**src/proc_consts.svh**
```systemverilog
`ifndef PROC_CONSTS_SVH
`define PROC_CONSTS_SVH

// Data and instruction width
`define PROC_WORD_W 16

// Architectural registers
`define PROC_REG_CNT 8

`define PROC_IMEM_DEPTH 64 // Words
`define PROC_DMEM_DEPTH 64 // Words

`endif
```
**src/isa_pkg.sv**
```systemverilog
`default_nettype none

package isa_pkg;

   // R-type opcodes share their low two bits with alu_op_e
   typedef enum logic [3:0] {
      OP_ADD  = 4'h0,
      OP_SUB  = 4'h1,
      OP_AND  = 4'h2,
      OP_XOR  = 4'h3,
      OP_ADDI = 4'h4,
      OP_LBI  = 4'h5,
      OP_LD   = 4'h6,
      OP_ST   = 4'h7,
      OP_BEQZ = 4'h8,
      OP_HALT = 4'h9
   } opcode_e;

   typedef enum logic [1:0] {
      ALU_ADD = 2'd0,
      ALU_SUB = 2'd1,
      ALU_AND = 2'd2,
      ALU_XOR = 2'd3
   } alu_op_e;

   typedef struct packed {
      opcode_e    opcode;
      logic [2:0] rd;
      logic [2:0] rs;
      logic [2:0] rt;
      logic [2:0] spare;
   } r_fmt_t;

   typedef struct packed {
      opcode_e           opcode;
      logic [2:0]        rd;
      logic [2:0]        rs;
      logic signed [5:0] imm6; // ADDI, LD, ST offset
   } i_fmt_t;

   typedef struct packed {
      opcode_e           opcode;
      logic [2:0]        rd;
      logic signed [8:0] imm9; // LBI value, BEQZ offset
   } b_fmt_t;

   // Three views of the same 16-bit word
   typedef union packed {
      r_fmt_t r;
      i_fmt_t i;
      b_fmt_t b;
   } instr_t;

endpackage

`default_nettype wire

```
**src/pipe_pkg.sv**
```systemverilog
`default_nettype none
`include "proc_consts.svh"

package pipe_pkg;

   typedef logic [`PROC_WORD_W-1:0] word_t;

   typedef struct packed {
      logic reg_write;
      logic mem_read;
      logic mem_write;
      logic branch;
      logic halt;
      logic illegal;
   } ctrl_t;

   // Valid stays the top field of every stage payload
   typedef struct packed {
      logic            valid;
      word_t           pc;
      isa_pkg::instr_t instr;
   } fd_t;

   typedef struct packed {
      logic             valid;
      word_t            pc;
      isa_pkg::alu_op_e alu_op;
      logic             use_imm;
      word_t            op_a;
      word_t            op_b;
      word_t            imm;
      word_t            st_data;  // Also the BEQZ test value
      ctrl_t            ctrl;
      logic [2:0]       wr_reg;
      logic [8:0]       imm9;
   } de_t;

   typedef struct packed {
      logic       valid;
      word_t      pc;
      word_t      alu_res;
      word_t      st_data;
      ctrl_t      ctrl;
      logic [2:0] wr_reg;
   } em_t;

   typedef struct packed {
      logic       valid;
      word_t      pc;
      word_t      result;
      logic       load;
      ctrl_t      ctrl;
      logic [2:0] wr_reg;
   } mw_t;

   typedef struct packed {
      logic       valid;
      word_t      pc;
      logic       wr_en;
      logic [2:0] wr_reg;
      word_t      wr_data;
   } retire_t;

endpackage

`default_nettype wire

```
**src/proc.sv**
```systemverilog
`timescale 1ns/100ps
`default_nettype none
`include "proc_consts.svh"

module proc (
   input  logic                                clk,
   input  logic                                rst,
   input  logic                                imem_we,
   input  logic [$clog2(`PROC_IMEM_DEPTH)-1:0] imem_addr,
   input  logic [`PROC_WORD_W-1:0]             imem_data,
   output pipe_pkg::retire_t                   retire,
   output logic                                halted,
   output logic                                err
);

   import pipe_pkg::*;

   fd_t fd;
   fd_t fd_q;
   de_t de;
   de_t de_q;
   em_t em;
   em_t em_q;
   mw_t mw;
   mw_t mw_q;

   logic                    wb_en;
   logic [2:0]              wb_reg;
   logic [`PROC_WORD_W-1:0] wb_data;
   logic [2:0]              rd_rs;
   logic [2:0]              rd_rt;
   logic                    uses_rs;
   logic                    uses_rt;
   logic                    stall;
   logic                    flush;
   logic                    branch_taken;
   logic [`PROC_WORD_W-1:0] branch_pc;

   fetch i_fetch (
      .clk(clk), .rst(rst),
      .imem_we(imem_we), .imem_addr(imem_addr), .imem_data(imem_data),
      .hold(stall), .redirect(flush), .redirect_pc(branch_pc),
      .halted(halted), .fd(fd));

   // Stall holds the front, flush kills both younger slots
   pipe_latch #(.payload_t(fd_t)) i_fd_latch (
      .clk(clk), .rst(rst), .hold(stall), .bubble(flush), .d(fd), .q(fd_q));

   decode i_decode (
      .clk(clk), .rst(rst), .fd(fd_q),
      .wb_en(wb_en), .wb_reg(wb_reg), .wb_data(wb_data),
      .de(de), .rd_rs(rd_rs), .rd_rt(rd_rt), .uses_rs(uses_rs), .uses_rt(uses_rt));

   hdu i_hdu (
      .rd_rs(rd_rs), .rd_rt(rd_rt), .uses_rs(uses_rs), .uses_rt(uses_rt),
      .de_q(de_q), .em_q(em_q), .mw_q(mw_q),
      .branch_taken(branch_taken), .stall(stall), .flush(flush));

   pipe_latch #(.payload_t(de_t)) i_de_latch (
      .clk(clk), .rst(rst), .hold(1'b0), .bubble(stall | flush), .d(de), .q(de_q));

   execute i_execute (
      .de_q(de_q), .em(em), .branch_taken(branch_taken), .branch_pc(branch_pc));

   pipe_latch #(.payload_t(em_t)) i_em_latch (
      .clk(clk), .rst(rst), .hold(1'b0), .bubble(1'b0), .d(em), .q(em_q));

   pipe_latch #(.payload_t(mw_t)) i_mw_latch (
      .clk(clk), .rst(rst), .hold(1'b0), .bubble(1'b0), .d(mw), .q(mw_q));

   memory_wb i_memory_wb (
      .clk(clk), .rst(rst), .em_q(em_q), .mw_q(mw_q), .mw(mw),
      .wb_en(wb_en), .wb_reg(wb_reg), .wb_data(wb_data),
      .retire(retire), .halted(halted), .err(err));

endmodule

`default_nettype wire

```
**src/memory_wb.sv**
```systemverilog
`timescale 1ns/100ps
`default_nettype none
`include "proc_consts.svh"

module memory_wb (
   input  logic                    clk,
   input  logic                    rst,
   input  pipe_pkg::em_t           em_q,
   input  pipe_pkg::mw_t           mw_q,
   output pipe_pkg::mw_t           mw,
   output logic                    wb_en,
   output logic [2:0]              wb_reg,
   output logic [`PROC_WORD_W-1:0] wb_data,
   output pipe_pkg::retire_t       retire,
   output logic                    halted,
   output logic                    err
);

   localparam int DADDR_W = $clog2(`PROC_DMEM_DEPTH);

   logic [`PROC_WORD_W-1:0] dmem [`PROC_DMEM_DEPTH];
   logic [`PROC_WORD_W-1:0] ld_data;
   logic [DADDR_W-1:0]      daddr;
   logic                    retiring;
   logic                    halted_q;
   logic                    err_q;

   assign daddr = em_q.alu_res[DADDR_W-1:0];

   // Nothing younger than a retiring HALT may store
   always_ff @(posedge clk) begin
      if (em_q.valid && em_q.ctrl.mem_write && !halted) begin
         dmem[daddr] <= em_q.st_data;
      end
      if (em_q.valid && em_q.ctrl.mem_read) begin
         ld_data <= dmem[daddr]; // Travels alongside the mw latch
      end
   end

   assign mw = '{valid:  em_q.valid,
                 pc:     em_q.pc,
                 result: em_q.alu_res,
                 load:   em_q.ctrl.mem_read,
                 ctrl:   em_q.ctrl,
                 wr_reg: em_q.wr_reg};

   assign retiring = mw_q.valid && !halted_q;
   assign wb_en    = retiring && mw_q.ctrl.reg_write;
   assign wb_reg   = mw_q.wr_reg;
   assign wb_data  = mw_q.load ? ld_data : mw_q.result;

   assign retire = '{valid:   retiring,
                     pc:      mw_q.pc,
                     wr_en:   wb_en,
                     wr_reg:  wb_reg,
                     wr_data: wb_data};

   // Both flags rise with the retiring instruction itself
   assign halted = halted_q || (retiring && mw_q.ctrl.halt);
   assign err    = err_q || (retiring && mw_q.ctrl.illegal);

   always_ff @(posedge clk) begin
      if (rst) begin
         halted_q <= 1'b0;
         err_q    <= 1'b0;
      end else begin
         halted_q <= halted;
         err_q    <= err;
      end
   end

endmodule

`default_nettype wire

```
**src/pipe_latch.sv**
```systemverilog
`timescale 1ns/100ps
`default_nettype none

module pipe_latch #(
   parameter type payload_t = logic [1:0]
) (
   input  logic     clk,
   input  logic     rst,
   input  logic     hold,
   input  logic     bubble,
   input  payload_t d,
   output payload_t q
);

   localparam int PAYLOAD_W = $bits(payload_t);

   always_ff @(posedge clk) begin
      if (rst) begin
         q <= '0;
      end else if (!hold) begin
         if (bubble) begin
            q <= payload_t'({1'b0, d[PAYLOAD_W-2:0]}); // Valid is the top bit
         end else begin
            q <= d;
         end
      end
   end

endmodule

`default_nettype wire

```
**src/execute.sv**
```systemverilog
`timescale 1ns/100ps
`default_nettype none
`include "proc_consts.svh"

module execute (
   input  pipe_pkg::de_t           de_q,
   output pipe_pkg::em_t           em,
   output logic                    branch_taken,
   output logic [`PROC_WORD_W-1:0] branch_pc
);

   import isa_pkg::*;

   logic [`PROC_WORD_W-1:0] opnd_b;
   logic [`PROC_WORD_W-1:0] alu_res;
   logic [`PROC_WORD_W-1:0] br_off;

   assign opnd_b = de_q.use_imm ? de_q.imm : de_q.op_b;

   always_comb begin
      case (de_q.alu_op)
         ALU_ADD: alu_res = de_q.op_a + opnd_b;
         ALU_SUB: alu_res = de_q.op_a - opnd_b;
         ALU_AND: alu_res = de_q.op_a & opnd_b;
         default: alu_res = de_q.op_a ^ opnd_b; // ALU_XOR
      endcase
   end

   // BEQZ tests rd, carried in st_data
   assign br_off       = {{(`PROC_WORD_W-9){de_q.imm9[8]}}, de_q.imm9};
   assign branch_taken = de_q.valid && de_q.ctrl.branch && (de_q.st_data == '0);
   assign branch_pc    = de_q.pc + `PROC_WORD_W'(1) + br_off;

   assign em = '{valid:   de_q.valid,
                 pc:      de_q.pc,
                 alu_res: alu_res,
                 st_data: de_q.st_data,
                 ctrl:    de_q.ctrl,
                 wr_reg:  de_q.wr_reg};

endmodule

`default_nettype wire

```
**src/hdu.sv**
```systemverilog
`timescale 1ns/100ps
`default_nettype none

module hdu (
   input  logic          [2:0] rd_rs,
   input  logic          [2:0] rd_rt,
   input  logic                uses_rs,
   input  logic                uses_rt,
   input  pipe_pkg::de_t       de_q,
   input  pipe_pkg::em_t       em_q,
   input  pipe_pkg::mw_t       mw_q,
   input  logic                branch_taken,
   output logic                stall,
   output logic                flush
);

   logic rs_hit;
   logic rt_hit;

   function automatic logic pending(input logic vld, input logic we,
                                    input logic [2:0] dst, input logic [2:0] src);
      return vld && we && (dst == src);
   endfunction

   // Writeback counts too, its write lands after the decode read
   assign rs_hit = uses_rs &&
                   (pending(de_q.valid, de_q.ctrl.reg_write, de_q.wr_reg, rd_rs) ||
                    pending(em_q.valid, em_q.ctrl.reg_write, em_q.wr_reg, rd_rs) ||
                    pending(mw_q.valid, mw_q.ctrl.reg_write, mw_q.wr_reg, rd_rs));

   assign rt_hit = uses_rt &&
                   (pending(de_q.valid, de_q.ctrl.reg_write, de_q.wr_reg, rd_rt) ||
                    pending(em_q.valid, em_q.ctrl.reg_write, em_q.wr_reg, rd_rt) ||
                    pending(mw_q.valid, mw_q.ctrl.reg_write, mw_q.wr_reg, rd_rt));

   assign flush = branch_taken;
   assign stall = (rs_hit || rt_hit) && !branch_taken; // Flush wins

endmodule

`default_nettype wire

```
**src/decode.sv**
```systemverilog
`timescale 1ns/100ps
`default_nettype none
`include "proc_consts.svh"

module decode (
   input  logic                    clk,
   input  logic                    rst,
   input  pipe_pkg::fd_t           fd,
   input  logic                    wb_en,
   input  logic [2:0]              wb_reg,
   input  logic [`PROC_WORD_W-1:0] wb_data,
   output pipe_pkg::de_t           de,
   output logic [2:0]              rd_rs,
   output logic [2:0]              rd_rt,
   output logic                    uses_rs,
   output logic                    uses_rt
);

   import isa_pkg::*;
   import pipe_pkg::*;

   logic [`PROC_WORD_W-1:0] rf [`PROC_REG_CNT];
   instr_t                  ins;
   ctrl_t                   ctrl;
   alu_op_e                 alu_op;
   logic                    use_imm;
   logic                    rs_used;
   logic                    rt_used;
   logic                    rd_src;  // rd is read on the second port
   logic                    is_lbi;
   logic [`PROC_WORD_W-1:0] imm6_x;
   logic [`PROC_WORD_W-1:0] imm9_x;

   assign ins    = fd.instr;
   assign imm6_x = {{(`PROC_WORD_W-6){ins.i.imm6[5]}}, ins.i.imm6};
   assign imm9_x = {{(`PROC_WORD_W-9){ins.b.imm9[8]}}, ins.b.imm9};

   // Same-cycle writes are not seen by the read side
   always_ff @(posedge clk) begin
      if (rst) begin
         for (int i = 0; i < `PROC_REG_CNT; i++) begin
            rf[i] <= '0;
         end
      end else if (wb_en) begin
         rf[wb_reg] <= wb_data;
      end
   end

   always_comb begin
      ctrl    = '0;
      alu_op  = ALU_ADD;
      use_imm = 1'b0;
      rs_used = 1'b0;
      rt_used = 1'b0;
      rd_src  = 1'b0;
      is_lbi  = 1'b0;
      case (ins.r.opcode)
         OP_ADD, OP_SUB, OP_AND, OP_XOR: begin
            ctrl.reg_write = 1'b1;
            alu_op         = alu_op_e'(ins.r.opcode[1:0]);
            rs_used        = 1'b1;
            rt_used        = 1'b1;
         end
         OP_ADDI: begin
            ctrl.reg_write = 1'b1;
            use_imm        = 1'b1;
            rs_used        = 1'b1;
         end
         OP_LBI: begin
            ctrl.reg_write = 1'b1;
            use_imm        = 1'b1;
            is_lbi         = 1'b1; // 0 + imm9
         end
         OP_LD: begin
            ctrl.reg_write = 1'b1;
            ctrl.mem_read  = 1'b1;
            use_imm        = 1'b1;
            rs_used        = 1'b1;
         end
         OP_ST: begin
            ctrl.mem_write = 1'b1;
            use_imm        = 1'b1;
            rs_used        = 1'b1;
            rt_used        = 1'b1;
            rd_src         = 1'b1;
         end
         OP_BEQZ: begin
            ctrl.branch = 1'b1;
            rt_used     = 1'b1;
            rd_src      = 1'b1;
         end
         OP_HALT: ctrl.halt = 1'b1;
         default: ctrl.illegal = 1'b1; // No write, no memory access
      endcase
   end

   assign rd_rs   = ins.r.rs;
   assign rd_rt   = rd_src ? ins.r.rd : ins.r.rt;
   assign uses_rs = fd.valid && rs_used;
   assign uses_rt = fd.valid && rt_used;

   assign de = '{valid:   fd.valid,
                 pc:      fd.pc,
                 alu_op:  alu_op,
                 use_imm: use_imm,
                 op_a:    is_lbi ? '0 : rf[rd_rs],
                 op_b:    rf[rd_rt],
                 imm:     is_lbi ? imm9_x : imm6_x,
                 st_data: rf[rd_rt],
                 ctrl:    ctrl,
                 wr_reg:  ins.r.rd,
                 imm9:    ins.b.imm9};

endmodule

`default_nettype wire

```
**src/fetch.sv**
```systemverilog
`timescale 1ns/100ps
`default_nettype none
`include "proc_consts.svh"

module fetch (
   input  logic                                  clk,
   input  logic                                  rst,
   input  logic                                  imem_we,
   input  logic [$clog2(`PROC_IMEM_DEPTH)-1:0]   imem_addr,
   input  logic [`PROC_WORD_W-1:0]               imem_data,
   input  logic                                  hold,
   input  logic                                  redirect,
   input  logic [`PROC_WORD_W-1:0]               redirect_pc,
   input  logic                                  halted,
   output pipe_pkg::fd_t                         fd
);

   import isa_pkg::*;

   localparam int IADDR_W = $clog2(`PROC_IMEM_DEPTH);

   logic [`PROC_WORD_W-1:0] imem [`PROC_IMEM_DEPTH];
   logic [`PROC_WORD_W-1:0] pc;

   // Loader port, used while the core sits in reset
   always_ff @(posedge clk) begin
      if (imem_we) begin
         imem[imem_addr] <= imem_data;
      end
   end

   always_ff @(posedge clk) begin
      if (rst) begin
         pc <= '0;
      end else if (!halted) begin
         if (redirect) begin
            pc <= redirect_pc; // Taken branch from execute
         end else if (!hold) begin
            pc <= pc + 1'b1;
         end
      end
   end

   // PC counts words, upper bits ignored for the lookup
   assign fd = '{valid: !halted,
                 pc:    pc,
                 instr: instr_t'(imem[pc[IADDR_W-1:0]])};

endmodule

`default_nettype wire

```
**config.mk**
```make
export PLATFORM = sky130hd
export DESIGN_NAME = proc
export DESIGN_NICKNAME = d
export VERILOG_FILES = /design/src/isa_pkg.sv /design/src/pipe_pkg.sv /design/src/proc.sv /design/src/memory_wb.sv /design/src/pipe_latch.sv /design/src/execute.sv /design/src/hdu.sv /design/src/decode.sv /design/src/fetch.sv
export VERILOG_INCLUDE_DIRS = /design/src
export SDC_FILE = /design/constraint.sdc
export NUM_CORES = 2
export LEC_CHECK = 0
export BUFFER_PORTS_ARGS = -buffer_cell sky130_fd_sc_hd__clkbuf_2
export CORE_MARGIN = 2
export CORE_UTILIZATION = 55
export CTS_CLUSTER_SIZE = 8
export DETAILED_ROUTE_END_ITERATION = 8
export MAX_ROUTING_LAYER = met4
export PLACE_DENSITY = 0.77
export SYNTH_ARGS = -nofsm -noshare
export SYNTH_HDL_FRONTEND = slang
export SYNTH_SLANG_ARGS = --single-unit
```
**constraint.sdc**
```tcl
create_clock -name clk -period 4.1 [get_ports clk]
set_input_delay 0.205 -clock clk [delete_from_list [all_inputs] [get_ports clk]]
set_output_delay 0.205 -clock clk [all_outputs]
set_load 0.1 [all_outputs]
```
==> qor.yml <==
logic_synthesis:
  synth_edf_count: 2192
  yosysSeqAreaShare_pct: 75.8
  yosys-top-cells-area: "edfxtp_1 (71%), mux4_2 (9.7%), dfxtp_1 (4.9%)"
  synth_nets: 5125
  synth_top_area_cell: "edfxtp_1"
  syn_area_mm2: 0.0929
  ys_ff_latch: 2419
  yosysWarnings: 0
  ys_types: 69
  async_flop_share_pct: 0
  syn_area_per_cell_um2: 18.4
  synthCells: 5050
  synth_ff_type: "edfxtp_1"
  synth_top_area_share_pct: 70.9
status:
  outcome: "complete, no violations"
clock_network:
  clockBufferDepth: 4
  cts.sinks: 2419
  ctsRootBufferMaster: "clkbuf_16"
  clkSlewWorstSetupHoldPaths_ns: 0.05
  htreeDepth: 5
  cts_buffers: 353
  cts_tree: "yes"
  post_cts_buffers: 0
  clock_latency_ns: 0.94
worst_setup_path:
  critPathCaptureType: "register"
  crit_arrival_ns: 4.48
  reg2reg_from: "i_de_latch.q[82]"
  cp_max_fo: 20
  crit_type: "register to register"
  worstRegToRegCells: 14
  regToRegSetupSlack_ns: 0.43
  required_ns: 4.91
  start_kind: "register"
  r2r_end: "i_em_latch.q[38]"
sta:
  rsz0062_at_grt: "false"
  final-hold-violation-count: 0
  whs_ns: 0.0830
  tightest_slew_ns: 1.38
  maxSlewHeadroom_pct: 7.96
  setup_viol: 0
  slew_violations: 0
  fin_tns_setup_ns: 0
  fmax_mhz: 272
  fin_crit_ns: 3.67
  skew_ns: 0.0715
  timing.final.crit_share_pct: 89.5
floorplanning:
  dieWidth_um: 415
  die_h_um: 415
  rows: 150
  core-area_mm2: 0.167
  dieArea_mm2: 0.172
  io_pins: 64
  initial_core_util_pct: 55.5
detailed_routing:
  vias_per_cell: 6.78
  drtIter0Drc: 8369
  dr.pass1.iters: 8
  wl_per_cell_um: 31.8
  drt_wl_total_um: 246000
  drc: 0
  vias: 52500
  postRouteAntennaNets: 0
place:
  dp.cells: 7276
  hpwlAfterDp_um: 131000
  io_buffers: 63
  gp_congestion: 0.928
global_routing:
  grtUsageTotal_pct: 29.4
  grt_pass1_vias: 53000
  grt_overflow: 0
  grt_pass1_wl_um: 360000
  grt_max_degree: 92
  antenna_found_initial: 4
cells_and_area:
  drive_gt1_share_pct: 21.2
  layout_commonest_cell: "edfxtp_1"
  final_cell_mix: "edfxtp_1 (2192), mux4_2 (400), clkbuf_16 (355)"
  instances_no_fill: 7742
  fillCellCount: 10700
  syn_to_final_growth_pct: 14.9
  multiInputGateArea_mm2: 0.0211
  regArea_mm2: 0.0704
  nNetsFinal: 5516
worst_hold_path:
  hp-start: "imem_addr[4]"
  hold_path.class: "input pin to register"
  min_path_cells: 3
  min_to: "i_fetch.imem[52][5]"
job:
  drv_cap: 0
power_and_ir_drop:
  power_leakage_uw: 0.0346
  power.density_mw_per_mm2: 583
  peakVddDrop_uv: 507
  power_uw: 62300
## registers in the layout (all words and copies together) (netlist names), named ones only
signal                cells
i_memory_wb.err_q         1
i_mw_latch.q             40
i_decode.rf             128
i_memory_wb.dmem       1024
i_memory_wb.ld_data      16
i_memory_wb.halted_q      1
i_de_latch.q             73
i_fetch.pc               16
i_em_latch.q             57
i_fetch.imem           1024
i_fd_latch.q             33
## cells by family after synthesis
group	synth area share [%]
flops	75.8
compound gates	6.86
simple gates	4.22
mux	10.4
buf+inv	1.60
xor+xnor	0.490
fa+ha+maj	0.690
## area by class of cell
type / instances / share of cell area [%]
Sequential cell: 2419 / 66.0
Tap cell: 2204 / 2.58
Clock inverter: 14 / 0.135
Inverter: 40 / 0.141
Multi-Input combinational cell: 2262 / 19.7
Clock buffer: 435 / 8.60
Timing Repair Buffer: 365 / 2.82
Antenna cell: 3 / 0.00703
## report_power, final
group	total (µW)	switching, µW	internal [µW]	leakage (µW)
combinational	9150	5830	3320	0.00815
clock	25200	9780	15400	0.00454
sequential	27900	435	27500	0.0219
total	62300	16100	46200	0.0346
## worst max-delay path, stage by stage, from the launching register on
cell      delay, ns
dfxtp_1        0.46
buf_4          0.30
nor3_1         0.08
o21ai_0        0.49
o21bai_1       0.19
nand2_1        0.09
xnor2_1        0.15
ha_1           0.38
and4_1         0.21
a21oi_1        0.26
a31oi_1        0.17
a41oi_1        0.31
nor2b_1        0.20
xnor2_1        0.08
o211a_1        0.20
## metal layers
metal	GRT usage (%)	part of all wire (%)	vias to the layer above
met2	45.6	49	3835
met5	-	0	-
met4	11.6	4.3	0
li1	-	-	21300
met1	38.6	36	26700
met3	6.03	11	654
## metrics by stage
stage                     util (%)  setup WS, ns  area, µm²
after floorplan                  -         0.351      92900
after detailed placement      58.1         0.565      97200
after global routing          63.8       0.00785     107000
after CTS                     63.7         0.533     107000
after global placement        58.1         0.568      97200
final                         63.8         0.430     107000
## cell usage after synthesis (4+ instances only)
master	number
nor2b_1	123
buf_1	69
nor3_1	17
or3b_2	4
xor2_1	20
nor3b_1	14
a211oi_1	18
clkbuf_1	221
or3_1	8
mux4_2	400
nand3b_1	6
a21o_1	7
a21oi_1	132
nand4_1	52
a221oi_1	95
a41oi_1	4
xnor2_1	32
nand2_1	119
nor2_1	329
buf_2	10
nor4_1	20
dfxtp_1	227
mux2_2	7
inv_1	40
ha_1	48
o31ai_1	16
a311oi_1	4
edfxtp_1	2192
o211a_1	5
and3_1	10
mux2i_1	49
nand2b_1	15
o21ai_0	64
buf_4	22
a31oi_1	86
clkbuf_2	7
o311ai_1	7
o21ai_1	7
a22oi_1	322
and2_1	7
a22o_1	95
nand3_1	72
## worst max path at each step
stage / to / depth (start not counted) / from
after floorplan: i_em_latch.q[38] / 17 / i_de_latch.q[82]
after global placement: i_em_latch.q[38] / 14 / i_de_latch.q[82]
after detailed placement: i_em_latch.q[38] / 14 / i_de_latch.q[82]
after CTS: i_em_latch.q[38] / 15 / i_de_latch.q[82]
after global routing: i_em_latch.q[38] / 15 / i_de_latch.q[82]
final: i_em_latch.q[38] / 14 / i_de_latch.q[82]
## repair_timing
item / in CTS / in global routing
resized for setup: 0 / 0
hold endpoints to repair: 759 / 32
hold buffers: 12 / 1
Note: power is estimated with default switching activity, not from simulation.
